--- src/kd_patch_pkg.sv ---
// Patch geometry for the KD-tree search engine
// Dimension value, patch vector, split select and dimension pick function
`default_nettype none

package kd_patch_pkg;

  localparam int DIM_WIDTH = 11;  // Bits per signed dimension
  localparam int NUM_DIMS  = 5;   // Dimensions per patch

  // One signed coordinate of a patch
  typedef logic signed [DIM_WIDTH-1:0] dim_t;

  // Whole patch of 55 bits
  // Dimension 0 sits in bits 10:0 and dimension 4 in bits 54:44
  typedef dim_t [NUM_DIMS-1:0] patch_t;

  typedef logic [2:0] dim_sel_t;  // Values 5 to 7 select nothing

  // Pull the selected coordinate out of a patch
  // An out of range select reads as zero
  function automatic dim_t select_dim(patch_t patch, dim_sel_t sel);
    dim_t value;
    value = '0;
    case (sel)
      3'd0: value = patch[0];
      3'd1: value = patch[1];
      3'd2: value = patch[2];
      3'd3: value = patch[3];
      3'd4: value = patch[NUM_DIMS-1];  // Top dimension
      default: value = '0;
    endcase
    return value;
  endfunction

endpackage

`default_nettype wire

--- src/kd_tree_pkg.sv ---
// Node configuration types for the KD-tree search engine
// Loader word layout, stored node content, reset values and word conversion
`default_nettype none

package kd_tree_pkg;

  import kd_patch_pkg::*;

  // Word as it arrives from the loader, 22 bits
  typedef struct packed {
    dim_t                 median;     // Bits 21:11
    logic [DIM_WIDTH-1:0] dim_field;  // Bits 10:0
  } cfg_word_t;

  // Content kept per internal node, 14 bits
  typedef struct packed {
    dim_sel_t dim_sel;  // Split dimension
    dim_t     median;   // Signed split threshold
  } node_cfg_t;

  // Invalid dimension held until a node is written
  localparam dim_sel_t RESET_DIM_SEL = 3'd7;

  // Content of a node that was never written
  // Selected value 0 is never below median 0 so such a node always goes right
  localparam node_cfg_t NODE_CFG_RESET = '{
    dim_sel: RESET_DIM_SEL,
    median:  '0
  };

  // Reduce a loader word to the stored node fields
  function automatic node_cfg_t cfg_to_node(cfg_word_t word);
    node_cfg_t node;
    node.dim_sel = word.dim_field[2:0];  // Only 3 low bits carry the dimension
    node.median  = word.median;
    return node;
  endfunction

endpackage

`default_nettype wire

--- src/kd_node_table.sv ---
// Node configuration table for the KD-tree search engine
// Write strobe, wrapping write address, address decode and node registers
`timescale 1ns/1ps
`default_nettype none

module kd_node_table
  import kd_tree_pkg::*;
#(
  parameter int DEPTH = 6  // Tree levels
) (
  input  wire                              clk,
  input  wire                              rst_n,
  input  wire                              cfg_en,      // Config phase level
  input  wire                              cfg_strobe,  // One word per pulse
  input  wire cfg_word_t                   cfg_word,
  output node_cfg_t [2**DEPTH-2:0]         node_cfg     // Heap order, node 0 is root
);

  localparam int NUM_NODES = 2**DEPTH - 1;

  logic                 wr_en;    // Write happens this cycle
  logic [DEPTH-1:0]     wr_addr;  // Heap address of next node to fill
  logic [NUM_NODES-1:0] wr_sel;   // One-hot node select

  // Both enables needed for a write
  assign wr_en = cfg_en & cfg_strobe;

  // Address counter
  always_ff @(posedge clk) begin
    if (!rst_n) begin
      wr_addr <= '0;
    end else if (wr_en) begin
      if (wr_addr == DEPTH'(NUM_NODES - 1)) begin
        wr_addr <= '0;  // Wrap after the last internal node
      end else begin
        wr_addr <= wr_addr + 1'b1;
      end
    end
  end

  // Decode address to a single node
  always_comb begin
    wr_sel = '0;
    if (wr_en) begin
      wr_sel[wr_addr] = 1'b1;
    end
  end

  // Node registers
  // New content shows up on the cycle after the write
  always_ff @(posedge clk) begin
    if (!rst_n) begin
      node_cfg <= {NUM_NODES{NODE_CFG_RESET}};  // Every node invalid until loaded
    end else begin
      for (int n = 0; n < NUM_NODES; n++) begin
        if (wr_sel[n]) begin
          node_cfg[n] <= cfg_to_node(cfg_word);
        end
      end
    end
  end

  // Address stays inside the internal node range across any write sequence
  a_wr_addr_range: assert property (
    @(posedge clk) disable iff (!rst_n)
    wr_addr != DEPTH'(NUM_NODES)
  ) else $error("kd_node_table: write address %0d out of range", wr_addr);

endmodule

`default_nettype wire

--- config.mk ---
export PLATFORM = sky130hd
export DESIGN_NAME = kd_node_table
export DESIGN_NICKNAME = d
export VERILOG_FILES = /design/src/kd_patch_pkg.sv /design/src/kd_tree_pkg.sv /design/src/kd_node_table.sv
export SDC_FILE = /design/constraint.sdc
export NUM_CORES = 2
export LEC_CHECK = 0
export BUFFER_PORTS_ARGS = -buffer_cell sky130_fd_sc_hd__buf_2
export CAP_MARGIN = 40
export CELL_PAD_IN_SITES_DETAIL_PLACEMENT = 1
export CELL_PAD_IN_SITES_GLOBAL_PLACEMENT = 2
export CORE_AREA = 4 4 356 358
export DETAILED_ROUTE_END_ITERATION = 12
export DIE_AREA = 0 0 360 362
export PLACE_DENSITY_LB_ADDON = 0.2
export SLEW_MARGIN = 20
export SYNTH_ARGS = -nofsm -noshare
export SYNTH_HDL_FRONTEND = slang
export SYNTH_SLANG_ARGS = --single-unit
--- constraint.sdc ---
create_clock -name clk -period 2.55 [get_ports clk]
set_clock_uncertainty 0.2 [all_clocks]
set_input_delay 0.1275 -clock clk [delete_from_list [all_inputs] [get_ports clk]]
set_output_delay 0.1275 -clock clk [all_outputs]
set_load 0.02 [all_outputs]
## Word-level counts from Yosys, hierarchy flattened

Index checks and enable logic that the tools add are counted.

| word-level totals | value |
|---|---|
| bits in writable memories | 0 |
| latch bits | 0 |
| register bits | 888 |
| memories kept | 0 |
| logic and storage cells | 137 |
| bits in read-only memories | 0 |

| operators by class | value |
|---|---|
| bitwise operators | 1 |
| eq/ne operators | 1 |
| muxes and demuxes | 4 |
| div/mod/pow operators | 0 |
| shifts and indexed selects | 0 |
| $mul | 0 |
| add/subtract/negate cells | 1 |
| reduce and logical (&&, ||, !) cells | 1 |
| order comparisons | 2 |

Operator list:

| cell | count |
|---|---|
| 2-to-1 mux 63 bit | 1 |
| < comparator 6 x 7 -> 1 bit, second input constant | 1 |
| adder 6 x 1 -> 6 bit, second input constant | 1 |
| demux 1 bit (select 6 bit) | 1 |
| == test 6 bit, second input constant | 1 |
| greater-or-equal comparator 6 x 1 -> 1 bit, second input constant | 1 |
| 2-to-1 mux 6 bit | 1 |
| AND 1 bit | 1 |
| logical AND 1 bit | 1 |
| 2-to-1 mux 1 bit | 1 |

## Logic depth before layout (Yosys ltp)

| depth | value |
|---|---|
| depth in word-level cells | 5 |
| depth in mapped cells | 8 |

## Worst setup path before layout

OpenSTA, ideal clock, no wires.

| path | value |
|---|---|
| kind | register to register |
| start | register wr_addr[0] |
| end | register wr_addr[1] |
| data arrival time | 1.720 ns |
| path slack | 0.554 ns |
| library setup time | 0.076 ns |
| cell stages (with the launch flop) | 9 |
| period minus slack after synthesis | 1.996 ns |
| path through | dfxtp_1 > buf_2 > buf_6 > buf_2 > inv_1 > ha_1 > and4_1 > a211o_1 > a21boi_0 |

| between the ends | value |
|---|---|
| cells in the longest elaborated chain, start to end | 2 |
| elaborated cells between the ends (all ways) | 3 |

RTL lines:

| element | RTL line | source |
|---|---|---|
| from (decl) | kd_node_table.sv:22 | `logic [DEPTH-1:0] wr_addr;` |
| from (signal assigned) | kd_node_table.sv:36 | `wr_addr <= wr_addr + 1'b1;` |
| adder 6 x 1 -> 6 bit / == test 6 bit (equally long branches) | kd_node_table.sv:36, kd_node_table.sv:33 |  |
| 2-to-1 mux 6 bit (*) | kd_node_table.sv:33 | `if (wr_addr == DEPTH'(NUM_NODES - 1)) begin` |

Mark *: on every way between the ends. The rest lies on a longest branch, timed or not.
A chain may end at the register's enable or synchronous reset.

## Worst setup path in the final report

| path | value |
|---|---|
| start | register wr_addr[5] |
| end | register node_cfg[406] in the netlist's numbering |

| between the ends | value |
|---|---|
| cells in the longest elaborated chain, start to end | 5 |
| elaborated cells between the ends (all ways) | 6 |

RTL lines:

| element | RTL line | source |
|---|---|---|
| < comparator 6 x 7 -> 1 bit (not written as such) / greater-or-equal comparator 6 x 1 -> 1 bit (equally long branches) | kd_node_table.sv:45 | `wr_sel[wr_addr] = 1'b1;` |
| logical AND 1 bit (not written as such) | kd_node_table.sv:45 |  |
| 2-to-1 mux 1 bit (not written as such) | kd_node_table.sv:45 |  |
| demux 1 bit (select 6 bit) (*) | kd_node_table.sv:45 |  |
| 2-to-1 mux 63 bit (*) | kd_node_table.sv:44 | `if (wr_en) begin` |
| to (signal assigned) | kd_node_table.sv:53 | `node_cfg <= {NUM_NODES{NODE_CFG_RESET}};` |
| to (signal, indexed assignment) | kd_node_table.sv:57 | `node_cfg[n] <= cfg_to_node(cfg_word);` |
| to (decl) | kd_node_table.sv:16 | `output node_cfg_t [2**DEPTH-2:0] node_cfg` |

Marked as above.

==> run_results.csv <==
group,metric,value,unit
global_routing,first_global_vias,27400,
critical_path,crit_path_cell_trace,"buf_4, nor4bb_4, buf_4, nand3_1, a21boi_0, dlygate4sd3_1",
power_and_ir_drop,p_leak,0.0232,uW
outcome,status,"completed",
cts,cts_tree,"built",
worst_hold_path,hp-class,"input port to flip-flop",
sta,period_share,95.7,%
global_routing,grt_max_degree,140,
final_layout,area_delta_synth_final,32.2,%
global_routing,gr-total-overflow,0,
final_layout,fin_nets,4159,
floorplanning,core_area,123000,sq um
final_layout,most-common-layout-cells,"898 x buf_2, 887 x dfxtp_1, 745 x mux2i_1, 702 x nand2_1, 177 x nand3_1",
final_layout,fill_cells,14100,
synthesis,synth_cells,3271,
sta,period_needed,2.44,ns
critical_path,required,2.99,ns
global_routing,grt_util_all_layers,21.5,%
critical_path,crit_family,"buffers and inverters",
route,ant_nets,0,
sta,hold_violations,0,
floorplanning,fp.dieArea,130000,sq um
global_routing,grt_pass1_wl,208000,um
route,viasPerCell,4.59,
route,wl_met3,9660,um
sta,slew_violations,0,
synthesis,synth_edf_count,0,
placement,hpwl,102000,um
cts,clk_pin_slew_worst_paths,0.06,ns
placement,port_buffers,899,
critical_path,criticalPathCategory,"flip-flop to flip-flop",
route,wl_met2,71200,um
synthesis,syn_nets,3299,
critical_path,critical-path-max-stage-delay,0.57,ns
floorplanning,rows,129,
cts,clockBufferDepth,3,
floorplanning,die_w,360,um
synthesis,synth_ff_type,"dfxtp_1",
synthesis,synth_seq_cells,888,
route,first_iter_violations,1452,
global_routing,antenna_found_initial,2,
sta,setup_viol,0,
sta,fin_setup_tns,0,ns
cts,cts_buffers,104,
sta,holdWs,0.151,ns
synthesis,ys_types,40,
critical_path,crit_path_end_kind,"flip-flop",
power_and_ir_drop,irDropWorstVdd,0.000594,V
route,met1_length,61600,um
synthesis,yosys_warnings,0,
sta,rsz0062_at_grt,"false",
cts,cts_setup_buffers,0,
final_layout,drive_gt1_share,30.0,%
floorplanning,start_util,26.7,%
critical_path,cp_common_cell,"buf_4",
cts,clock_latency,0.66,ns
route,route.vias.total,26900,
floorplanning,fp.dieH,362,um
critical_path,cp-start-kind,"flip-flop",
floorplanning,pin_count,908,
final_layout,layout_commonest_cell,"buf_2",
power_and_ir_drop,p_per_area,691,nW/um^2
route,dr.pass1.iters,5,
critical_path,critPathMaxFanout,14,
synthesis,ys_seq_area_share,54.0,%
critical_path,slowest_stage,"dlygate4sd3_1",
run,drv_cap,0,
sta,slew-limit-headroom,51.6,%
cts,h-tree-depth,3,
cts,clock-sinks,888,
route,drc,0,
synthesis,avgSynthCellArea,10.1,sq um
synthesis,async_flop_share,0,%
synthesis,synth_area,33000,sq um
critical_path,arrival,2.87,ns
route,wl_per_cell,25.0,um
route,top_layer,"met4",
sta,clock.fmax,410,MHz
critical_path,path_buf_inv,3,
route,drt-total-wl,147000,um
final_layout,seqCellArea,17800,sq um
final_layout,multi_input_area,13800,sq um
placement,globalplace.congestion,0.749,
cts,clockRootBuffer,"clkbuf_16",
sta,tightest_slew,0.727,ns
-- cells by family (layout without fill, tap and decap cells) --
family          count (synthesis)  count (layout)  synth area share [%]
simple gates                 1075            1075                  15.0
flops                         888             888                  54.0
mux                           745             745                  22.6
buf+inv                       359            1303                  4.60
compound gates                202             202                  3.76
fa+ha+maj                       2               2                0.0759
other cells                     0               1                     0
-- layout make-up --
class                      count  share of cell area (%)
tap                         1637                    4.70
antenna                        1                 0.00575
sequential                   888                    40.8
clock buffer                 166                    7.29
clock inverter                24                   0.730
multi-input combinational   2024                    31.7
timing repair buffer        1075                    14.4
inverter                      38                   0.328
-- Yosys cell counts (10+ instances only) --
library cell	n	area share, %
a21boi_0	40	0.91
a21oi_1	21	0.32
and2_1	10	0.19
and4b_1	10	0.30
buf_2	86	1.3
clkbuf_1	213	2.4
dfxtp_1	888	54
inv_1	38	0.43
mux2i_1	745	23
nand2_1	714	8.1
nand2_2	10	0.19
nand3_1	177	2.7
nor2b_1	99	1.9
o211ai_1	36	0.82
o21ai_0	92	1.4
-- tightest hold or removal path, cell delays in order --
cell and delay, ns:
dlygate4sd3_1 0.53, buf_2 0.19, nand3_1 0.09, a21boi_1 0.05
-- layer usage --
metal  up-vias  track usage (%)
met5         -                0
met4         0             6.58
met3       152             6.30
met2       715             37.2
met1     13400             25.9
li1      12600                -
-- state kept, by name, summed over array words and instances, names as in the netlist --
| register | cells |
|---|---|
| node_cfg | 882 |
| wr_addr | 6 |
-- final timing paths --
path                    to  slack (ns)  cells after the start     startpoint
min          node_cfg[400]        0.15                      4   cfg_word[19]
max          node_cfg[406]        0.11                      6     wr_addr[5]
max reg2reg  node_cfg[406]        0.11                      6     wr_addr[5]
min reg2reg  node_cfg[490]        0.25                      2  node_cfg[490]
-- what timing repair did --
action / 4_1_cts / 5_1_grt
hold buffers: 18 / 0
gates resized for setup: 0 / 1
hold endpoints to repair: 639 / 0
endpoints found under the setup margin: 0 / 1
-- power by group --
part           internal (uW)  switching [uW]  total (uW)
registers              13900            16.5       13900
clock network           8940            6230       15200
logic                    247             790        1040
-- metrics by stage --
| stage | instance area, sq um | setup slack, ns | total power [uW] | util (%) | std cells |
|---|---|---|---|---|---|
| after floorplan | 33000 | 0.554 | 14700 | - | 3271 |
| after global placement | 39900 | 0.181 | 15300 | 32.3 | 5644 |
| after detailed placement | 39900 | 0.170 | 15300 | 32.3 | 5644 |
| after CTS | 43500 | 0.0299 | 30600 | 35.3 | 5852 |
| after global routing | 43600 | 0.0465 | 31200 | 35.3 | 5852 |
| final | 43600 | 0.111 | 30100 | 35.3 | 5853 |
Note: power is estimated with default switching activity, not from simulation.
