[config.mk]
export PLATFORM = sky130hd
export DESIGN_NAME = kd_leaf_encoder
export DESIGN_NICKNAME = d
export VERILOG_FILES = /design/src/kd_leaf_encoder.sv
export SDC_FILE = /design/constraint.sdc
export NUM_CORES = 1
export LEC_CHECK = 0
export BUFFER_PORTS_ARGS = -buffer_cell sky130_fd_sc_hd__buf_2
export CORE_AREA = 2 2 55 57
export DETAILED_ROUTE_END_ITERATION = 8
export DIE_AREA = 0 0 57 59
export GPL_TIMING_DRIVEN = 0
export PLACE_DENSITY = 0.92
export REMOVE_ABC_BUFFERS = 1
export SYNTH_ARGS = -nofsm -noshare
export SYNTH_HDL_FRONTEND = slang
export SYNTH_SLANG_ARGS = --single-unit
[constraint.sdc]
create_clock -name vclk -period 1.35
set_input_delay 0.135 -clock vclk [all_inputs]
set_output_delay 0.135 -clock vclk [all_outputs]
set_load 0.1 [all_outputs]
[src/kd_leaf_encoder.sv]
// Leaf encoder for the KD-tree search engine
// One-hot to binary leaf numbers for both lanes and the result valid
`timescale 1ns/1ps
`default_nettype none

module kd_leaf_encoder #(
  parameter int DEPTH = 6  // Leaf number width
) (
  input  wire [2**DEPTH-1:0] leaf_hits_a,  // Final one-hot, lane a
  input  wire [2**DEPTH-1:0] leaf_hits_b,  // Final one-hot, lane b
  output logic [DEPTH-1:0]   leaf_a,
  output logic [DEPTH-1:0]   leaf_b,
  output logic               receiver_en   // Both leaves valid this cycle
);

  localparam int LEAVES = 2**DEPTH;

  // OR of the indices of all set bits
  // Gives the bit position for a one-hot input and 0 for an empty one
  function automatic logic [DEPTH-1:0] encode(logic [LEAVES-1:0] hits);
    logic [DEPTH-1:0] index;
    index = '0;
    for (int i = 0; i < LEAVES; i++) begin
      if (hits[i]) begin
        index = index | DEPTH'(i);
      end
    end
    return index;
  endfunction

  always_comb begin
    leaf_a      = encode(leaf_hits_a);
    leaf_b      = encode(leaf_hits_b);
    receiver_en = |leaf_hits_a;  // Lane b travels in step
  end

  // Both lanes enter together so they must leave together
  always_comb begin
    a_lanes_in_step: assert final ((|leaf_hits_a) == (|leaf_hits_b))
      else $error("kd_leaf_encoder: lane a and lane b out of step");
  end

endmodule

`default_nettype wire

# [Word level (Yosys, flattened, before mapping)]
# Cells that the tools add are included.
[word_totals] ff_bits=0 in_bits=128 wordCells=127
[op_classes] n_mux=126 reduce_logical=1
[ops] cell="2-to-1 mux 6 bit" n=64
[ops] cell="2-to-1 mux 5 bit" n=32
[ops] cell="2-to-1 mux 4 bit" n=16
[ops] cell="OR reduction 64 bit" n=1
[ops] cell="2-to-1 mux 3 bit" n=8
[ops] cell="2-to-1 mux 2 bit" n=4
[ops] cell="2-to-1 mux 1 bit" n=2

# [Depth between registers and ports, before layout]
# Gate-level depths: netlist of run 1.
[logic_depth] word_depth=63 mapped_depth=4

# [Worst setup path before layout of run 1]
# OpenSTA, ideal clock, no wires.
[synth_timing] path_type="input -> output" from="in leaf_hits_b[27]" to="out leaf_b[0]" arrival_ps=1788 path_slack_ps=-573 stages=3 path_buffers=0 path_cell_list="or4_4 -> nor4_2 -> nand4_1"
[synth_between] elab_chain_cells=37
[synth_lines] item="start: declaration" line="10" source="input wire [2**DEPTH-1:0] leaf_hits_b,"
[synth_lines] item="2-to-1 mux 5 bit (5 in a row)" line="24" source="if (hits[i]) begin"
[synth_lines] item="2-to-1 mux 6 bit (32 in a row)" line="24"
[synth_lines] item="end: declaration" line="12" source="output logic [DEPTH-1:0] leaf_b,"
# No other way between the ends.

# [Worst setup path in the final report of run 1]
[layout_timing] from="in leaf_hits_b[45]" to="out leaf_b[5]"
[layout_between] elab_chain_cells=19
[layout_lines] item="2-to-1 mux 6 bit (19 in a row)" line="24"
# No other way between the ends.

==> results of run 1 <==
-- how the worst max path moves through the flow --
stage,endpoint,cells past startpoint,slack (ns),start
after floorplan,leaf_b[0],3,-0.57,leaf_hits_b[27]
after global placement,leaf_b[5],5,-0.26,leaf_hits_b[37]
after detailed placement,leaf_b[5],5,-0.26,leaf_hits_b[37]
after CTS,leaf_b[3],6,-0.10,leaf_hits_b[45]
after global routing,leaf_b[0],6,-0.22,leaf_hits_b[17]
final,leaf_b[5],6,-0.16,leaf_hits_b[45]
-- placed cells by master, fill, tap and decap left out --
master and count:
nor3_1 7, nor3_2 2, nand2_1 7, buf_6 18, or3_4 4, nor4_1 12, buf_12 9, buf_2 106
and2_4 1, nor2_1 8, and4_1 1, nor4_2 10, nor4bb_4 1, nor2_2 3, buf_4 9, nand3_2 4
nand3_1 3, nand4_1 12, or4_4 1, and3_4 1, nand2_2 1, and3_1 2, nor4_4 28, buf_8 4
-- cells in the mapped netlist --
cell	instances
or4_4	1
or3_1	4
nand4_1	12
nor4_1	49
nor4_2	1
and2_1	1
nor3_1	9
nor2_1	11
and4_1	1
nand2_1	8
nand3_1	7
and3_1	3
nor4bb_1	1
-- report_power, final --
part / total [W] / internal (W) / switching [W]
registers: 0 / 0 / 0
logic: 0.000525 / 0.000242 / 0.000284
clock network: 0 / 0 / 0
-- layer usage --
| layer | part of all wire, % | GRT usage, % | routed length [um] |
|---|---|---|---|
| met5 | 0 | 0 | 0 |
| met3 | 13 | 5.46 | 951 |
| met1 | 29 | 33.7 | 2180 |
| met2 | 50 | 70.1 | 3780 |
| met4 | 9.1 | 19.3 | 691 |
-- critical path, stage by stage --
cell,delay [ns]
buf_8,0.11
nor4_4,0.26
nand4_1,0.20
nor4_4,0.31
nand3_2,0.16
buf_12,0.20
-- metrics by stage --
step | power [W] | hold WS, ns
global placement | 0.000279 | 0.872
CTS | 0.000381 | 0.637
global route | 0.000540 | 0.689
floorplan | 0.0000422 | 0.977
detailed placement | 0.000284 | 0.884
finish | 0.000525 | 0.680
-- final cells by class --
| type | instances | area (um2) |
|---|---|---|
| Tap cell | 31 | 38.8 |
| Timing Repair Buffer | 146 | 1040 |
| Fill cell | 152 | 445 |
| Multi-Input combinational cell | 108 | 1180 |
-- kinds of logic after synthesis --
kind of cell / count (synthesis)
and+or+nand+nor: 108
-- what timing repair did --
action	4_1_cts	5_1_grt
setup endpoints to repair	12	13
gates cloned	0	0
pin swaps	23	21
resized for setup	94	68
buffers inserted	3	3
==> results.cfg, run 1 <==
[final_layout]
utilization_pct = 83.6
final_nets = 384
final_area_um2 = 2260
regArea_um2 = 0
seq_cell_count = 0
antenna_cells_inserted = 0
finalNonFillerCells = 285
syn2layout_area_growth_pct = 262
drive_gt1_share_pct = 79.5
nClkBuffers = 0

[cts]
ctsHoldBuffers = 0

[logic_synthesis]
synthSimpleGateAreaFrac_pct = 100
synth.area.top_cells = nor4_1 49%, nand4_1 12%, nor3_1 7.2%
synth_top_cell_area_share_pct = 49.0
yosysWarnings = 0
synth_area_um2 = 626
synth_compound_area_share_pct = 0
synth_xor_area_share_pct = 0
synth_fa_ha_area_share_pct = 0
synth.distinct_cells = 13
synthMuxAreaShare_pct = 0
yosysTopAreaCell = nor4_1
synth_top_family_by_area = simple AND/OR/NAND/NOR gates
ys_seq_area_share_pct = 0
synthCells = 108
syn_avg_cell_area_um2 = 5.79

[sta]
rsz0062_at_grt = yes
setup_viol = 12
fmax_mhz = 661
slew_headroom_pct = 75.5
setup-tns-final_ns = -1.05
period_share_pct = 112
fin_ws_ns = -0.164
hold_violations = 0
period_needed_ns = 1.51
drv_slew = 0
tightest_slew_ns = 0.364

[pwr]
p_per_area_nw_per_um2 = 232
p_leak_nw = 0.860
ir_drop_mv = 0.227

[place]
dp_slack_ns = -0.261
dp_cells = 279
dpl.hpwl_um = 4050
routabilityCongestion = 1.10
io_buffers = 140
post_dp_cell_area_um2 = 1370

[route]
wl_um = 7610
first_pass_iters = 4
drt_iter0_drc = 199
postRouteAntennaNets = 0
wire_per_inst_um = 26.7
drc = 0
vias = 1954
via_per_inst = 6.86

[global_route]
antenna_found_initial = 0
grt_start_max_net_pins = 4
grt_pass1_wl_um = 9120
grt_usage_pct = 35.0
overflow = 0
grt_pass1_vias = 1945

[setup_path]
start_kind = primary input
critPathKind = primary input to primary output
path_max_fanout = 2
arrival_ns = 1.38
critPathCaptureType = primary output
critical_path_required_ns = 1.22

[worst_hold_path]
hold_depth = 4
worst_hold_path_type = primary input to primary output
holdCritStartpoint = leaf_hits_b[30]
whs_endpoint = leaf_b[3]

[die]
dieWidth_um = 57
initial_utilization_pct = 23.1
die-area_um2 = 3360
io_pins = 141
core_um2 = 2710
die_h_um = 59
rows = 19

[run_status]
outcome = finished, violations left
violations = setup timing

[flow_run]
drv_cap = 0
(Power assumes the default switching activity.)
==> run 2: changes to the inputs <==
ABC_AREA = 1   (was not set)
CORE_AREA = not set   (was 2 2 55 57)
CORE_ASPECT_RATIO = 0.9   (was not set)
CORE_UTILIZATION = 31   (was not set)
DIE_AREA = not set   (was 0 0 57 59)
PLACE_DENSITY = 0.95   (was 0.92)
==> run 2 against run 1 <==
The flow now finishes without violations; hold slack gained 0.22 ns; total power is 35% lower; clock-buffer cell count is the same; fmax up 18%; synthesized cell count increased by 98%; worst setup slack improved by 0.23 ns; die area decreased by 5.1%; global-route usage is 8.3 points lower; final cell count grew 38%; largest power group unchanged.
==> results.cfg, run 2 <==
[run_status]
outcome = completed

[die]
core_um2 = 2790
die-area_um2 = 3190
initial_utilization_pct = 33.0
dieWidth_um = 59.5
die_h_um = 53.7
io_pins = 141
rows = 18

[route]
wire_per_inst_um = 11.6
wl_met1_um = 2030
drt_iter0_drc = 112
postRouteAntennaNets = 0
wl_met2_um = 2180
drc = 0
met3WireLength_um = 299
via_per_inst = 4.75
vias = 1871
first_pass_iters = 4
wl_um = 4570
dr.max_layer_used = met4

[logic_synthesis]
synth_common_cells = 111 x nor2_1, 40 x nand2_1, 17 x nand4_1
synth_area_um2 = 921
synth.distinct_cells = 11
synthCells = 214
syn_avg_cell_area_um2 = 4.30
ys_seq_area_share_pct = 0
yosysMostFrequentCell = nor2_1
synth_top_cell_area_share_pct = 45.2
synth.area.top_cells = nor2_1 45%, nand2_1 16%, nand4_1 12%
yosysWarnings = 0
yosysTopAreaCell = nor2_1

[sta]
drv_slew = 0
tightest_slew_ns = 0.503
setup_viol = 0
rsz0062_at_grt = no
hold_ws_ns = 0.899
hold_violations = 0
period_share_pct = 95.0
period_needed_ns = 1.28
slew_headroom_pct = 66.7
fin_ws_ns = 0.0673
setup-tns-final_ns = 0
fmax_mhz = 780

[setup_path]
critPathCaptureType = primary output
crit_top_cell = buf_2
path_max_fanout = 3
path_delay_family = simple AND/OR/NAND/NOR gates
crit_chain = buf_2, nor2_1, nand2_1, nor3_1, nand3_1, buf_2
critPathKind = primary input to primary output
max_stage_delay_ns = 0.31
critical_path_required_ns = 1.22
cp_num_buf_inv = 2
start_kind = primary input
arrival_ns = 1.15
critPathSlowestCell = buf_2

[final_layout]
layout_commonest_cell = buf_2
seq_cell_count = 0
final_area_um2 = 1680
nClkBuffers = 0
drive_gt1_share_pct = 43.2
utilization_pct = 60.2
regArea_um2 = 0
final_nets = 484
syn2layout_area_growth_pct = 82.6
antenna_cells_inserted = 0
final_cell_mix = 138 x buf_2, 111 x nor2_1, 40 x nand2_1
num-fill-cells = 322

[place]
io_buffers = 140
dp_slack_ns = 0.0728
post_dp_cell_area_um2 = 1670
routabilityCongestion = 0.971
dpl.hpwl_um = 4200

[cts]
postCtsSetupBuffers = 0
ctsHoldBuffers = 0

[pwr]
ir_drop_mv = 0.132
p_leak_nw = 0.816
p_per_area_nw_per_um2 = 204

[global_route]
antenna_found_initial = 0
grt_usage_pct = 26.7
grt_pass1_wl_um = 6500
grt_pass1_vias = 1583
overflow = 0
grt_start_max_net_pins = 5

[worst_hold_path]
holdCritStartpoint = leaf_hits_a[0]
whs_endpoint = receiver_en
hold_depth = 8
worst_hold_path_type = primary input to primary output

[flow_run]
drv_cap = 0
run 2: cell types whose count changed after synthesis, sizes merged:
cell | previous run | this run
and2 | 1 | 6
and3 | 3 | 0
and4 | 1 | 0
inv | 0 | 10
nand2 | 8 | 43
nand3 | 7 | 8
nand4 | 12 | 17
nor2 | 11 | 120
nor3b | 0 | 1
nor4 | 50 | 0
nor4bb | 1 | 0
or3 | 4 | 0
or4 | 1 | 0
run 2: worst max-delay path by stage:
stage | cells after the start | endpoint | slack, ns | from
floorplan | 4 | leaf_a[3] | -0.14 | leaf_hits_a[57]
global placement | 8 | leaf_b[5] | 0.04 | leaf_hits_b[39]
detailed placement | 8 | receiver_en | 0.07 | leaf_hits_a[54]
CTS | 8 | receiver_en | 0.07 | leaf_hits_a[54]
global route | 6 | leaf_a[2] | 0.0005 | leaf_hits_a[28]
finish | 6 | leaf_a[2] | 0.07 | leaf_hits_a[28]
run 2: report_power, final:
group	internal (W)	switching (W)	total, W
sequential	0	0	0
clock	0	0	0
combinational	0.000176	0.000167	0.000342
run 2: cell families after synthesis:
| family | count (synthesis) | synth area share (%) |
|---|---|---|
| AND/OR/NAND/NOR | 204 | 95.9 |
| buffers and inverters | 10 | 4.08 |
run 2: area by class of cell:
cell class	count	area [um2]	share of cell area (%)
Inverter	10	37.5	2.23
Tap cell	40	50.0	2.98
Multi-Input combinational cell	204	888	52.8
Timing Repair Buffer	140	706	42.0
run 2: through the flow:
stage	std cells	total power (W)
2_1_floorplan	214	0.000101
5_1_grt	394	0.000381
4_1_cts	394	0.000337
6_report	394	0.000342
3_5_place_dp	394	0.000335
3_3_place_gp	394	0.000329
run 2: what timing repair did:
item / in CTS / in global routing
gates resized for setup: 0 / 5
endpoints found under the hold margin: 0 / 0
setup endpoints to repair: 0 / 4
run 2: metal layers:
layer | up-vias | track usage [%]
li1 | 971 | -
met1 | 804 | 36.9
met2 | 86 | 44.9
met3 | 10 | 1.68
met4 | 0 | 6.75
met5 | - | 0
run 2: worst min-delay path: cells and delay by family:
kind / cells / cell delay [ns]
buffers and inverters: 2 / 0.35
and+or+nand+nor: 6 / 0.27
==> run 3: changes to the inputs <==
CELL_PAD_IN_SITES_DETAIL_PLACEMENT = 1   (was not set)
CELL_PAD_IN_SITES_GLOBAL_PLACEMENT = 1   (was not set)
CORE_UTILIZATION = 15   (was 31)
PLACE_DENSITY = 0.94   (was 0.95)
==> run 3 against run 2 <==
Via count increased by 3.2%; global-route usage down 7.6 points; utilization shrank 30 points; clock-buffer cell count did not move; sequential share of layout area unchanged.
==> results.cfg, run 3 (synthesis gave the netlist of run 2 again) <==
[route]
first_pass_iters = 4
wire_per_inst_um = 14.8
vias = 1931
drc = 0
wl_um = 6270
via_per_inst = 4.55
postRouteAntennaNets = 0
drt_iter0_drc = 61

[place]
dp_cells = 424
io_buffers = 140
dp_slack_ns = -0.0228
routabilityCongestion = 0.926
dpl.hpwl_um = 5950

[global_route]
grt_start_max_net_pins = 5
grt_pass1_wl_um = 9980
grt_usage_pct = 19.1
use_met1_pct = 23.7
grt_use_met2_pct = 36.8
grt_pass1_vias = 2092
busiest_layer = met2
use_met3_pct = 1.08
antenna_found_initial = 0
overflow = 0

[sta]
hold_ws_ns = 0.793
drv_slew = 0
setup_viol = 0
tightest_slew_ns = 0.506
hold_violations = 0
period_needed_ns = 1.28
period_share_pct = 95.1
fin_ws_ns = 0.0658
fmax_mhz = 779
slew_headroom_pct = 66.5
rsz0062_at_grt = no

[worst_hold_path]
hold_depth = 4
worst_hold_path_type = primary input to primary output

[pwr]
power_w = 0.000359
p_per_area_nw_per_um2 = 206
ir_drop_mv = 0.0888
p_leak_nw = 0.827

[die]
dieWidth_um = 84.6
die_h_um = 76.3
initial_utilization_pct = 15.9
core_um2 = 5790
die-area_um2 = 6460
rows = 26
io_pins = 141

[cts]
ctsHoldBuffers = 0
postCtsSetupBuffers = 0

[final_layout]
num-fill-cells = 850
final_nets = 484
nClkBuffers = 0
layout_commonest_cell = buf_2
utilization_pct = 30.1
antenna_cells_inserted = 0
syn2layout_area_growth_pct = 89.1
finalNonFillerCells = 424
final_cell_mix = 134 x buf_2, 109 x nor2_1, 40 x nand2_1
regArea_um2 = 0
seq_cell_count = 0
drive_gt1_share_pct = 43.8

[setup_path]
worst-path-stages = 8
crit_chain = buf_2, nor2_1, nand2_2, nor2_4, inv_1, nor2_1, nand2_1, buf_2
cp_num_buf_inv = 3
critPathSlowestCell = buf_2
arrival_ns = 1.15
critPathKind = primary input to primary output
path_max_fanout = 3
critPathCaptureType = primary output
critical_path_required_ns = 1.22
path_delay_family = simple AND/OR/NAND/NOR gates
max_stage_delay_ns = 0.29
start_kind = primary input

[run_status]
outcome = completed

[flow_run]
drv_cap = 0
run 3: cell counts in the layout (fill, tap and decap cells not counted):
No cell type changed its count.
run 3: worst paths after layout:
| check | from | end | slack (ns) |
|---|---|---|---|
| max | leaf_hits_a[59] | leaf_a[4] | 0.07 |
| min | leaf_hits_a[46] | leaf_a[2] | 0.79 |
run 3: timing repair:
action | CTS | global route
gates resized for setup | 1 | 16
endpoints found under the setup margin | 2 | 7
endpoints found under the hold margin | 0 | 0
run 3: per-stage QoR:
step | cell area (um2) | TNS (ns)
finish | 1740 | 0
global route | 1740 | 0
CTS | 1710 | 0
detailed placement | 1710 | -0.0406
global placement | 1710 | 0
floorplan | 921 | -0.193
run 3: report_power, final:
part           switching (W)  total, W  internal (W)
logic               0.000182  0.000359      0.000177
registers                  0         0             0
clock network              0         0             0
run 3: layout make-up:
type	count	area [um2]	share of cell area [%]
multi-input cells	204	893	51.3
repair buffers	140	723	41.5
well taps	70	87.6	5.03
inverters	10	37.5	2.16
run 3: routing by layer:
layer  wire length (um)  up-vias
li1                   -      972
met3                115        8
met5                  0        -
met4                 63        0
met1               2680      928
met2               3410       23
