## config.mk

```make
export PLATFORM = sky130hd
export DESIGN_NAME = kd_tree_level
export DESIGN_NICKNAME = d
export VERILOG_FILES = /design/src/kd_patch_pkg.sv /design/src/kd_tree_pkg.sv /design/src/kd_tree_level.sv
export SDC_FILE = /design/constraint.sdc
export NUM_CORES = 1
export LEC_CHECK = 0
export BUFFER_PORTS_ARGS = -buffer_cell sky130_fd_sc_hd__buf_2
export CORE_ASPECT_RATIO = 0.9
export CORE_MARGIN = 2
export CORE_UTILIZATION = 30
export CTS_CLUSTER_SIZE = 12
export DETAILED_ROUTE_END_ITERATION = 10
export GPL_TIMING_DRIVEN = 0
export SYNTH_ARGS = -nofsm -noshare
export SYNTH_HDL_FRONTEND = slang
export SYNTH_SLANG_ARGS = --single-unit
export TNS_END_PERCENT = 20
```

## constraint.sdc

```tcl
create_clock -name clk -period 4.3 [get_ports clk]
set_input_delay 0.215 -clock clk [delete_from_list [all_inputs] [get_ports clk]]
set_output_delay 0.215 -clock clk [all_outputs]
set_load 0.03 [all_outputs]
```

## src/kd_patch_pkg.sv

```systemverilog
// Patch geometry for the KD-tree search engine
// Dimension value, patch vector, split select and dimension pick function
`default_nettype none

package kd_patch_pkg;

  localparam int DIM_WIDTH = 11;  // Bits per signed dimension
  localparam int NUM_DIMS  = 5;   // Dimensions per patch

  // One signed coordinate of a patch
  typedef logic signed [DIM_WIDTH-1:0] dim_t;

  // Whole patch of 55 bits
  // Dimension 0 sits in bits 10:0 and dimension 4 in bits 54:44
  typedef dim_t [NUM_DIMS-1:0] patch_t;

  typedef logic [2:0] dim_sel_t;  // Values 5 to 7 select nothing

  // Pull the selected coordinate out of a patch
  // An out of range select reads as zero
  function automatic dim_t select_dim(patch_t patch, dim_sel_t sel);
    dim_t value;
    value = '0;
    case (sel)
      3'd0: value = patch[0];
      3'd1: value = patch[1];
      3'd2: value = patch[2];
      3'd3: value = patch[3];
      3'd4: value = patch[NUM_DIMS-1];  // Top dimension
      default: value = '0;
    endcase
    return value;
  endfunction

endpackage

`default_nettype wire

```

## src/kd_tree_pkg.sv

```systemverilog
// Node configuration types for the KD-tree search engine
// Loader word layout, stored node content, reset values and word conversion
`default_nettype none

package kd_tree_pkg;

  import kd_patch_pkg::*;

  // Word as it arrives from the loader, 22 bits
  typedef struct packed {
    dim_t                 median;     // Bits 21:11
    logic [DIM_WIDTH-1:0] dim_field;  // Bits 10:0
  } cfg_word_t;

  // Content kept per internal node, 14 bits
  typedef struct packed {
    dim_sel_t dim_sel;  // Split dimension
    dim_t     median;   // Signed split threshold
  } node_cfg_t;

  // Invalid dimension held until a node is written
  localparam dim_sel_t RESET_DIM_SEL = 3'd7;

  // Content of a node that was never written
  // Selected value 0 is never below median 0 so such a node always goes right
  localparam node_cfg_t NODE_CFG_RESET = '{
    dim_sel: RESET_DIM_SEL,
    median:  '0
  };

  // Reduce a loader word to the stored node fields
  function automatic node_cfg_t cfg_to_node(cfg_word_t word);
    node_cfg_t node;
    node.dim_sel = word.dim_field[2:0];  // Only 3 low bits carry the dimension
    node.median  = word.median;
    return node;
  endfunction

endpackage

`default_nettype wire

```

## src/kd_tree_level.sv

```systemverilog
// One level of the KD-tree search pipeline
// Node compares for both lanes, child steering, patch and hit registers
`timescale 1ns/1ps
`default_nettype none

module kd_tree_level
  import kd_patch_pkg::*, kd_tree_pkg::*;
#(
  parameter int LEVEL = 0,  // Level index, root is 0
  parameter int DEPTH = 6   // Total levels in the tree
) (
  input  wire                            clk,
  input  wire                            rst_n,
  input  wire node_cfg_t [2**LEVEL-1:0]  level_cfg,   // Nodes of this level, left to right
  input  wire patch_t                    in_patch_a,
  input  wire patch_t                    in_patch_b,
  input  wire [2**LEVEL-1:0]             in_hits_a,   // One-hot active node, lane a
  input  wire [2**LEVEL-1:0]             in_hits_b,   // One-hot active node, lane b
  output patch_t                         out_patch_a,
  output patch_t                         out_patch_b,
  output logic [2**(LEVEL+1)-1:0]        out_hits_a,  // Active child, lane a
  output logic [2**(LEVEL+1)-1:0]        out_hits_b   // Active child, lane b
);

  localparam int NODES = 2**LEVEL;

  logic [2*NODES-1:0] child_a;  // Next level hits before the register
  logic [2*NODES-1:0] child_b;

  // Level index must lie inside the tree
  if (LEVEL >= DEPTH) begin : g_bad_level
    $error("kd_tree_level: LEVEL %0d not below DEPTH %0d", LEVEL, DEPTH);
  end

  // Route each active node to its left or right child
  // Left child is bit 2j and right child is bit 2j+1
  function automatic logic [2*NODES-1:0] steer(
    patch_t                  patch,
    logic [NODES-1:0]        hits,
    node_cfg_t [NODES-1:0]   cfg
  );
    logic [2*NODES-1:0] child;
    dim_t               value;
    logic               go_left;
    child = '0;
    for (int j = 0; j < NODES; j++) begin
      value   = select_dim(patch, cfg[j].dim_sel);
      go_left = (value < dim_t'(cfg[j].median));  // Signed, equal goes right
      child[2*j]   = hits[j] & go_left;
      child[2*j+1] = hits[j] & ~go_left;
    end
    return child;
  endfunction

  // Same node set for both lanes
  always_comb begin
    child_a = steer(in_patch_a, in_hits_a, level_cfg);
    child_b = steer(in_patch_b, in_hits_b, level_cfg);
  end

  // Pipeline register, one stage per level
  always_ff @(posedge clk) begin
    if (!rst_n) begin
      out_patch_a <= '0;
      out_patch_b <= '0;
      out_hits_a  <= '0;  // No pair in flight
      out_hits_b  <= '0;
    end else begin
      out_patch_a <= in_patch_a;
      out_patch_b <= in_patch_b;
      out_hits_a  <= child_a;
      out_hits_b  <= child_b;
    end
  end

  // A pair never splits into two paths as it walks down the levels
  a_hits_a_onehot: assert property (
    @(posedge clk) disable iff (!rst_n)
    $onehot0(out_hits_a)
  ) else $error("kd_tree_level %0d: lane a has several hits", LEVEL);

  a_hits_b_onehot: assert property (
    @(posedge clk) disable iff (!rst_n)
    $onehot0(out_hits_b)
  ) else $error("kd_tree_level %0d: lane b has several hits", LEVEL);

endmodule

`default_nettype wire

```

### Word-level counts from Yosys, hierarchy flattened

Index checks and enable logic that the tools add are counted.

| word-level totals | value |
|---|---|
| register bits | 114 |
| bits of input ports | 128 |
| output and inout port bits | 114 |
| logic and storage cells | 27 |

| cells by class | value |
|---|---|
| magnitude comparators | 2 |
| eq/ne operators | 4 |
| mux-type cells | 2 |
| bitwise gates (word level) | 6 |
| reduce and logical (&&, ||, !) cells | 1 |

Operators by type and width:

| kind | number |
|---|---|
| 11-bit case mux with 5 select lines | 2 |
| 11-bit less-than comparator | 2 |
| 3-bit by 2-bit == test with 1-bit output (second input constant) | 2 |
| 1-bit AND | 4 |
| 3-bit by 1-bit == test with 1-bit output (second input constant) | 1 |
| 3-bit == test (second input constant) | 1 |
| 3-bit logical NOT | 1 |
| 1-bit NOT | 2 |

### Depth between registers and ports, before layout

Gate-level depths: netlist of run 1.

| depth | value |
|---|---|
| depth in word-level cells | 5 |
| depth in mapped cells | 14 |
| depth with buffers taken out | 11 |

### Least setup slack after synthesis of run 1

OpenSTA, ideal clock, no wires.

| path | value |
|---|---|
| kind | input -> register |
| start point | in level_cfg[11] in the netlist's numbering |
| end point | reg out_hits_b[0] |
| library setup time | 0.115 ns |
| arrival time | 2.785 ns |
| required time | 4.185 ns |
| slack | 1.400 ns |
| cell stages on the path | 14 |
| path buffers | 3 |
| cells stage by stage | buf_2 -> nor2_1 -> and2_1 -> buf_2 -> buf_2 -> nand2_1 -> o21ai_0 -> a221o_1 -> ha_1 -> a21o_1 -> a221o_1 -> a211o_1 -> o21ba_2 -> o21ba_1 |

| between the ends | value |
|---|---|
| longest elaborated chain between the ends | 4 |
| elaborated cells between the ends (all ways) | 8 |
| those cells by class | 1 x order compare; 4 x eq/ne; 1 x mux; 1 x bitwise; 1 x reduce/logical |

Ends and longest elaborated chain:

| element | line | text |
|---|---|---|
| start, declared | kd_tree_level.sv:14 | `input wire node_cfg_t [2**LEVEL-1:0] level_cfg,` |
| 3-bit == test, or another cell as far along | kd_patch_pkg.sv:24 | `case (sel)` |
| 11-bit case mux with 5 select lines (*) | kd_patch_pkg.sv:24 |  |
| 11-bit less-than comparator (*) | kd_tree_level.sv:48 | `go_left = (value < dim_t'(cfg[j].median));` |
| 1-bit AND (*) | kd_tree_level.sv:49 | `child[2*j] = hits[j] & go_left;` |
| end signal, assigned | kd_tree_level.sv:72 | `out_hits_b <= child_b;` |
| end, declared | kd_tree_level.sv:22 | `output logic [2**(LEVEL+1)-1:0] out_hits_b` |

Every way passes the cells marked *; elsewhere a longest branch is shown, timed or not.
A chain may end at the register's enable or synchronous reset.

### Final worst setup path of run 1

| path | value |
|---|---|
| start point | in level_cfg[13] in the netlist's numbering |
| end point | reg out_hits_b[0] |

The elaborated chain is that of the path after synthesis.

==> flow_results.org, run 1 <==
** Critical path
- Critical path data arrival time :: 3.68 ns
- Maximum single-stage delay on the critical path :: 0.49 ns
- STA classifies the critical path startpoint as an input pin.
- CP Buf/Inv Count :: 3
- Startpoint of the worst setup timing path :: level_cfg[13]
- CP required :: 4.61 ns
- Traced cell by cell, the critical path runs through buf_2, nand2b_1, clkbuf_1, clkbuf_1, o21ai_0, a221o_1, ha_1, a21o_1, a221o_1, a211o_1, o21ba_2, o21ba_1.
- Crit Path Max Fanout :: 10
- Crit end category :: flop
- Broken down by cell family, the worst path's largest delay share belongs to compound AO/OA/AOI/OAI gates.
- Kind of critical path :: in -> reg
- The slowest stage of the critical path belongs to the cell sky130_fd_sc_hd__clkbuf_1.

** Die
- Area of the placeable core :: 14100 µm²
- In this run the core area contains 41 standard-cell rows.
- Die area :: 15400 µm²
- The die is 118 µm tall.
- Initial Utilization :: 0.307
- IO Pins :: 242
- The die is between 100 and 150 µm wide.

** GRT
- Maximum number of pins on one net before global-route repair :: 17
- Initial antenna violation count :: 0
- The total overflow left after global routing is 0.
- Total routing resource utilization after global routing :: 0.202
- The first global-routing pass estimated 23.1 mm of wire.
- The number of global-route vias before repair was between 4000 and 5000.

** Drt
- The detailed router finished its first iteration with 220 violations.
- Summed over all layers, the routed wires come to 15.4 mm.
- Number of nets still failing antenna checks after routing :: 0
- Length of the first detailed-routing pass in iterations :: 4
- Dividing the detail-routed wire length by the instance count gives 16.7 µm.
- Via-per-instance ratio :: 4.54
- The routed layout has about 4200 vias.
- Drt drc :: 0

** Clock tree
- TritonCTS buffer count :: 17
- H-tree depth reported by CTS :: 4
- Clock slew seen by the registers of the worst setup and hold paths :: 0.05 ns
- The number of setup buffers added after CTS is 0.
- Number of cells upsized or downsized after cts :: 0
- Clock tree synthesis found a total of 114 sinks.
- No sink is reached through more buffers than the 2 on the longest clock path.
- TritonCTS built the clock tree.
- In this run the clock root is driven by a sky130_fd_sc_hd__clkbuf_16.
- Number of buffers inserted by hold repair at cts :: 52

** Synth
- Yosys warning count :: 0
- Synthesis produced about 410 cells.
- After synthesis, the share of flip-flops with an asynchronous set or reset is 0.
- For this run, the register share of the synthesized area comes to 0.528.
- Most area-hungry cell type in the Yosys netlist :: sky130_fd_sc_hd__dfxtp_1
- In this run, synthesis produced a sequential element count of between 100 and 150.
- The commonest cells after synthesis are sky130_fd_sc_hd__dfxtp_1 (114), sky130_fd_sc_hd__and2_1 (111), sky130_fd_sc_hd__nand2_1 (26).
- Yosys instantiated no cell more often than sky130_fd_sc_hd__dfxtp_1.
- By area the synthesized netlist is led by sky130_fd_sc_hd__dfxtp_1 (53%), sky130_fd_sc_hd__and2_1 (16%), sky130_fd_sc_hd__ha_1 (5.8%).
- In this run, synthesis inferred 0 flip-flops with an integrated enable.
- Netlist Area Pre-Place :: roughly 4300 µm²
- Top flip-flop cell by instance count after synthesis :: sky130_fd_sc_hd__dfxtp_1
- Count of different cell masters after synthesis :: 35
- Synthesis produced a netlist with a net count of 559.
- Share of the synthesized area in the top cell type :: 0.528
- Average footprint of a synthesized cell :: 10.5 µm²

** Final layout
- Relative to the synthesized area, the layout overhead comes to 59.5%.
- Fill cells in the final layout number 1375.
- Share of layout cells above drive strength 1 :: 0.387
- Measured on the finished design, the core utilization comes to 0.490.
- The final layout contains 867 nets.
- Diodes inserted :: 0

** Placement
- Gpl congestion :: slightly below 0.8
- Once detailed placement completed, the half-perimeter wirelength came to 11.7 mm.
- In this run the tool buffered the top-level ports with 237 buffer cells.

** Timing
- Measured against its own limit, the worst slew margin works out to 0.497.
- Across all hold checks on the routed design, the worst slack comes to roughly 0.02 ns.
- Setup repair after global routing missed its margin :: no
- Number of setup violations in the final report :: 0
- Timing would allow up to 297 MHz.
- Summed over all failing endpoints, the final setup total negative slack is 0 ns.
- The number of max-slew violations in the final report came to 0.
- Slew at the pin closest to its max-slew limit :: around 0.75 ns
- Shortest period the worst path allows :: roughly 3.4 ns
- Dividing the final minimum period by the clock period gives 0.784.
- Final Hold Violating Endpoints :: 0

** Worst hold path
- The startpoint identified for the worst hold timing path is in_patch_a[43].
- Worst min-delay path class :: in -> reg
- Hold Path Stages :: 2
- Hold endpoint :: out_patch_a[43]

** Pwr
- Pleak :: approximately 3.4 nW
- Maximum resistive drop on vdd :: roughly 0.00025 V
- For this design the ratio of total power to cell area is 448 nW/µm².

** Status
- Outcome :: complete, no violations

** Run
- Max-cap violations in this run came to 0.
[cell type report]
cell class | count | area, µm² | share of cell area
buffer | 23 | 97.6 | 0.0142
inverter | 13 | 48.8 | 0.00708
clock buffer | 22 | 494 | 0.0717
clock inverter | 9 | 128 | 0.0185
tap | 193 | 241 | 0.0351
sequential | 114 | 2280 | 0.331
multi-input combinational | 261 | 1890 | 0.274
timing repair buffer | 289 | 1710 | 0.248
[worst max path at each step]
stage	slack (ns)	cells after the start	endpoint
4_1_cts	1.00	12	out_hits_b[0]
3_5_place_dp	0.57	12	out_hits_b[0]
5_1_grt	0.79	12	out_hits_b[1]
2_1_floorplan	1.40	14	out_hits_b[0]
6_report	0.93	12	out_hits_b[0]
3_3_place_gp	0.64	12	out_hits_b[0]
[flip-flops by register name, summed over array words and instances, names as in the netlist]
signal       count
out_patch_a     55
out_patch_b     55
out_hits_b       2
out_hits_a       2
[placed cells by master (no fill, tap or decap), types with 2 or more instances in the layout]
| cell | count |
|---|---|
| sky130_fd_sc_hd__o21ai_0 | 24 |
| sky130_fd_sc_hd__a21oi_1 | 2 |
| sky130_fd_sc_hd__clkbuf_16 | 17 |
| sky130_fd_sc_hd__mux2_2 | 3 |
| sky130_fd_sc_hd__nand2b_1 | 2 |
| sky130_fd_sc_hd__and2_1 | 111 |
| sky130_fd_sc_hd__buf_2 | 243 |
| sky130_fd_sc_hd__nand4_1 | 2 |
| sky130_fd_sc_hd__a31oi_1 | 2 |
| sky130_fd_sc_hd__clkbuf_1 | 16 |
| sky130_fd_sc_hd__ha_1 | 20 |
| sky130_fd_sc_hd__nor2b_1 | 2 |
| sky130_fd_sc_hd__clkinv_2 | 3 |
| sky130_fd_sc_hd__a211o_1 | 2 |
| sky130_fd_sc_hd__inv_1 | 13 |
| sky130_fd_sc_hd__a211oi_1 | 5 |
| sky130_fd_sc_hd__bufinv_16 | 3 |
| sky130_fd_sc_hd__nor2_1 | 4 |
| sky130_fd_sc_hd__dfxtp_1 | 114 |
| sky130_fd_sc_hd__clkbuf_8 | 5 |
| sky130_fd_sc_hd__mux2i_1 | 21 |
| sky130_fd_sc_hd__dlygate4sd3_1 | 52 |
| sky130_fd_sc_hd__nand2_1 | 26 |
| sky130_fd_sc_hd__a221o_1 | 20 |
| sky130_fd_sc_hd__clkinvlp_4 | 3 |
[where the power goes]
part,switching (mW),internal (mW)
Combinational,0.289,0.204
Clock,0.485,0.980
Sequential,0.0135,1.12
[cell families after synthesis]
| family | count (synthesis) | share of synthesized area |
|---|---|---|
| simple gates | 154 | 0.212 |
| flops | 114 | 0.528 |
| fa+ha+maj | 20 | 0.0579 |
| mux | 25 | 0.0617 |
| buf+inv | 36 | 0.0339 |
| compound gates | 62 | 0.106 |
[per-stage QoR]
stage	setup slack, ns	cell area [µm²]	instances	power [mW]
6_report	0.931	6890	924	3.09
2_1_floorplan	1.40	4320	411	1.42
3_3_place_gp	0.638	5750	841	1.60
3_5_place_dp	0.566	5750	841	1.61
5_1_grt	0.792	6890	924	3.21
4_1_cts	1.00	6890	924	3.12
[routing by layer]
layer | track usage | part of all wire
met1 | 0.239 | 0.42
met2 | 0.329 | 0.49
met3 | 0.0659 | 0.066
met4 | 0.0971 | 0.030
met5 | 0 | 0
No activity file was read; power rests on OpenSTA's default activity.
==> run 2, diff against run 1 <==
clock period = 3.3 ns   (was 4.3 ns; I/O delays follow)
==> flow_results.org, run 2 (same netlist as run 1, synthesis figures left out) <==
** Status
- Outcome :: complete, no violations

** GRT
- Maximum number of pins on one net before global-route repair :: 17
- Global routing finished with a remaining overflow of 0.
- For this run, the total global-route usage over all layers was measured as 0.212.
- The first global-routing pass estimated 24.3 mm of wire.
- Initial antenna violation count :: 0
- The number of global-route vias before repair is 4722.

** Timing
- FMAX :: 328 MHz
- Max-Slew Margin vs Limit :: 0.489
- Number of pins exceeding their max-slew limit in the final report :: 0
- At the pin with the least slew margin, the transition time is roughly 0.76 ns.
- The clock period could shrink to ~3 ns.
- Final Hold Violating Endpoints :: 0
- Number of setup violations in the final report :: 0
- Setup repair after global routing left no endpoint under its margin.
- In the finished design, the share of the clock period the worst path needs comes to 0.923.
- Across all setup checks in the final design, the least slack found is 0.255 ns.

** Drt
- Once detail routing completed, the nets flagged for antenna violations numbered 0.
- For this run, design rule violations remaining after detail routing come to 0.
- Wire length reported by the detailed router :: 16.3 mm
- The detailed router placed 4440 vias in this run.
- Wire per inst :: 16.5 µm
- After detailed routing, the number of vias per cell comes to 4.51.
- Detailed router's first-iteration violation count :: 242
- Length of the first detailed-routing pass in iterations :: 4

** Final layout
- From synthesis to final layout, the design area changed by 73.4%.
- Highest-count cells in the layout ignoring fill and taps :: sky130_fd_sc_hd__buf_2 (243), sky130_fd_sc_hd__dfxtp_1 (114), sky130_fd_sc_hd__dlygate4sd3_1 (112)
- Final design instance area without fill :: between 7000 and 8000 µm²
- In the final layout, the share of cells above drive strength 1 is 0.359.
- Registers with the most flip-flops :: out_patch_a x55, out_patch_b x55
- Net count, final :: approximately 930
- The repair_antennas step left the layout with diodes totalling 0.
- Leading cell type in the layout, fill and taps excluded :: sky130_fd_sc_hd__buf_2

** Die
- Area of the placeable core :: 14100 µm²
- Initial Utilization :: 0.307
- Die area :: about 15000 µm²
- After floorplanning, the core was divided into 41 placement rows.
- In this run the count of I/O pins placed on the die edge is about 240.
- Die width :: 130 µm
- Overall die height :: 118 µm

** Pwr
- Summed over all cells, the static leakage comes to 3.70 nW.
- Maximum resistive drop on vdd :: 0.000327 V
- In this run the power density over the cells is 545 nW/µm².

** Critical path
- Crit Path Max Fanout :: 10
- Maximum single-stage delay on the critical path :: 0.43 ns
- The signal on the critical path passes through buf_2, nand2b_1, clkbuf_1, clkbuf_2, o21ai_0, a221o_1, ha_1, a21o_1, a221o_1, a211o_1, o21ba_2, o21ba_1.
- The critical path ends at out_hits_b[0].
- STA classifies the critical path startpoint as an input pin.
- Crit end category :: flop
- STA puts the critical path data arrival time at around 3.4 ns.
- The critical path crosses 12 cells after its start point.
- Cell family contributing the most delay on the critical path :: compound AO/OA/AOI/OAI gates
- Kind of critical path :: in -> reg
- At the worst endpoint, the required time is ~3.6 ns.
- Dominant cell type by count on the critical path :: sky130_fd_sc_hd__a221o_1
- Among all stages on the critical path, the largest delay is contributed by sky130_fd_sc_hd__clkbuf_1.
- Startpoint of the worst setup timing path :: level_cfg[13]
- CP Buf/Inv Count :: 3

** Clock tree
- The clock net in this run drives a total of 114 sinks.
- Clock-pin slew was measured on the worst setup and hold paths at around 0.05 ns.
- H-tree depth reported by CTS :: 4
- TritonCTS created 17 clock buffers.
- Clock tree buffer depth :: 2
- In this run the clock root is driven by a sky130_fd_sc_hd__clkbuf_16.
- TritonCTS clock tree :: done

** Worst hold path
- In this run the worst hold path is classified as in -> reg.

** Placement
- Gpl congestion :: 0.780
- OpenSTA, run right after detailed placement, puts the worst setup slack at -0.384 ns.
- Placed instance area :: 5750 µm²
- Summed over all nets, the half-perimeter wirelength after detailed placement is 11.7 mm.
- Input and output buffers added on the ports amount to 237.

** Run
- Across the run, the number of max-cap violations was 0.
## run 2: cell count changes in the layout (fill, tap and decap cells not counted)
cell / previous run / this run
sky130_fd_sc_hd__dlygate4sd3_1: 52 / 112
sky130_fd_sc_hd__clkbuf_1: 16 / 15
sky130_fd_sc_hd__clkbuf_2: 0 / 1
## run 2: cell type report
type / instances / area (µm²)
flip-flops and latches: 114 / 2280
repair buffers: 349 / 2310
clock buffers: 22 / 494
well taps: 193 / 241
fillers: 1294 / 6570
inverters: 13 / 48.8
clock inverters: 9 / 128
plain buffers: 23 / 98.8
multi-input cells: 261 / 1890
## run 2: worst min-delay path by stage
| stage | startpoint | end | slack (ns) | cells past startpoint |
|---|---|---|---|---|
| 2_1_floorplan | in_patch_a[0] | out_patch_a[0] | 0.29 | 1 |
| 3_3_place_gp | in_patch_b[19] | out_patch_b[19] | 0.38 | 2 |
| 6_report | rst_n | out_hits_a[0] | 0.18 | 3 |
| 3_5_place_dp | in_patch_b[41] | out_patch_b[41] | 0.39 | 2 |
| 5_1_grt | rst_n | out_hits_a[0] | 0.21 | 3 |
| 4_1_cts | rst_n | out_hits_a[0] | 0.15 | 3 |
## run 2: metrics by stage
| step | setup TNS (ns) | hold WS [ns] | utilization | power (mW) | cells |
|---|---|---|---|---|---|
| final | 0 | 0.179 | 0.533 | 4.08 | 984 |
| after global routing | 0 | 0.209 | 0.533 | 4.25 | 984 |
| after floorplan | 0 | 0.287 | - | 1.86 | 411 |
| after global placement | -0.556 | 0.381 | 0.409 | 2.08 | 841 |
| after CTS | 0 | 0.146 | 0.533 | 4.12 | 984 |
| after detailed placement | -0.704 | 0.386 | 0.409 | 2.09 | 841 |
## run 2: what timing repair did
| item | CTS | global route |
|---|---|---|
| resized for setup | 0 | 2 |
| hold buffers | 112 | 0 |
| endpoints found under the setup margin | 0 | 2 |
| endpoints found under the hold margin | 113 | 0 |
| buffers inserted | 0 | 0 |
## run 2: metal layers
layer  up-vias  share of wire  global-route usage
met3        47          0.063              0.0664
met2       198           0.49               0.353
met5         -              0                   0
met1      2067           0.41               0.243
li1       2128              -                   -
met4         0          0.036               0.106
## run 2: power breakdown
part	leakage [nW]	switching, mW	internal, mW	total [mW]
logic	2.45	0.389	0.313	0.702
clock network	0.300	0.633	1.28	1.91
registers	0.950	0.0182	1.45	1.47
## run 2: tightest hold or removal path: stages
cell and delay [ns]:
sky130_fd_sc_hd__clkbuf_1 0.20, sky130_fd_sc_hd__nand2_1 0.14, sky130_fd_sc_hd__nor2b_1 0.04
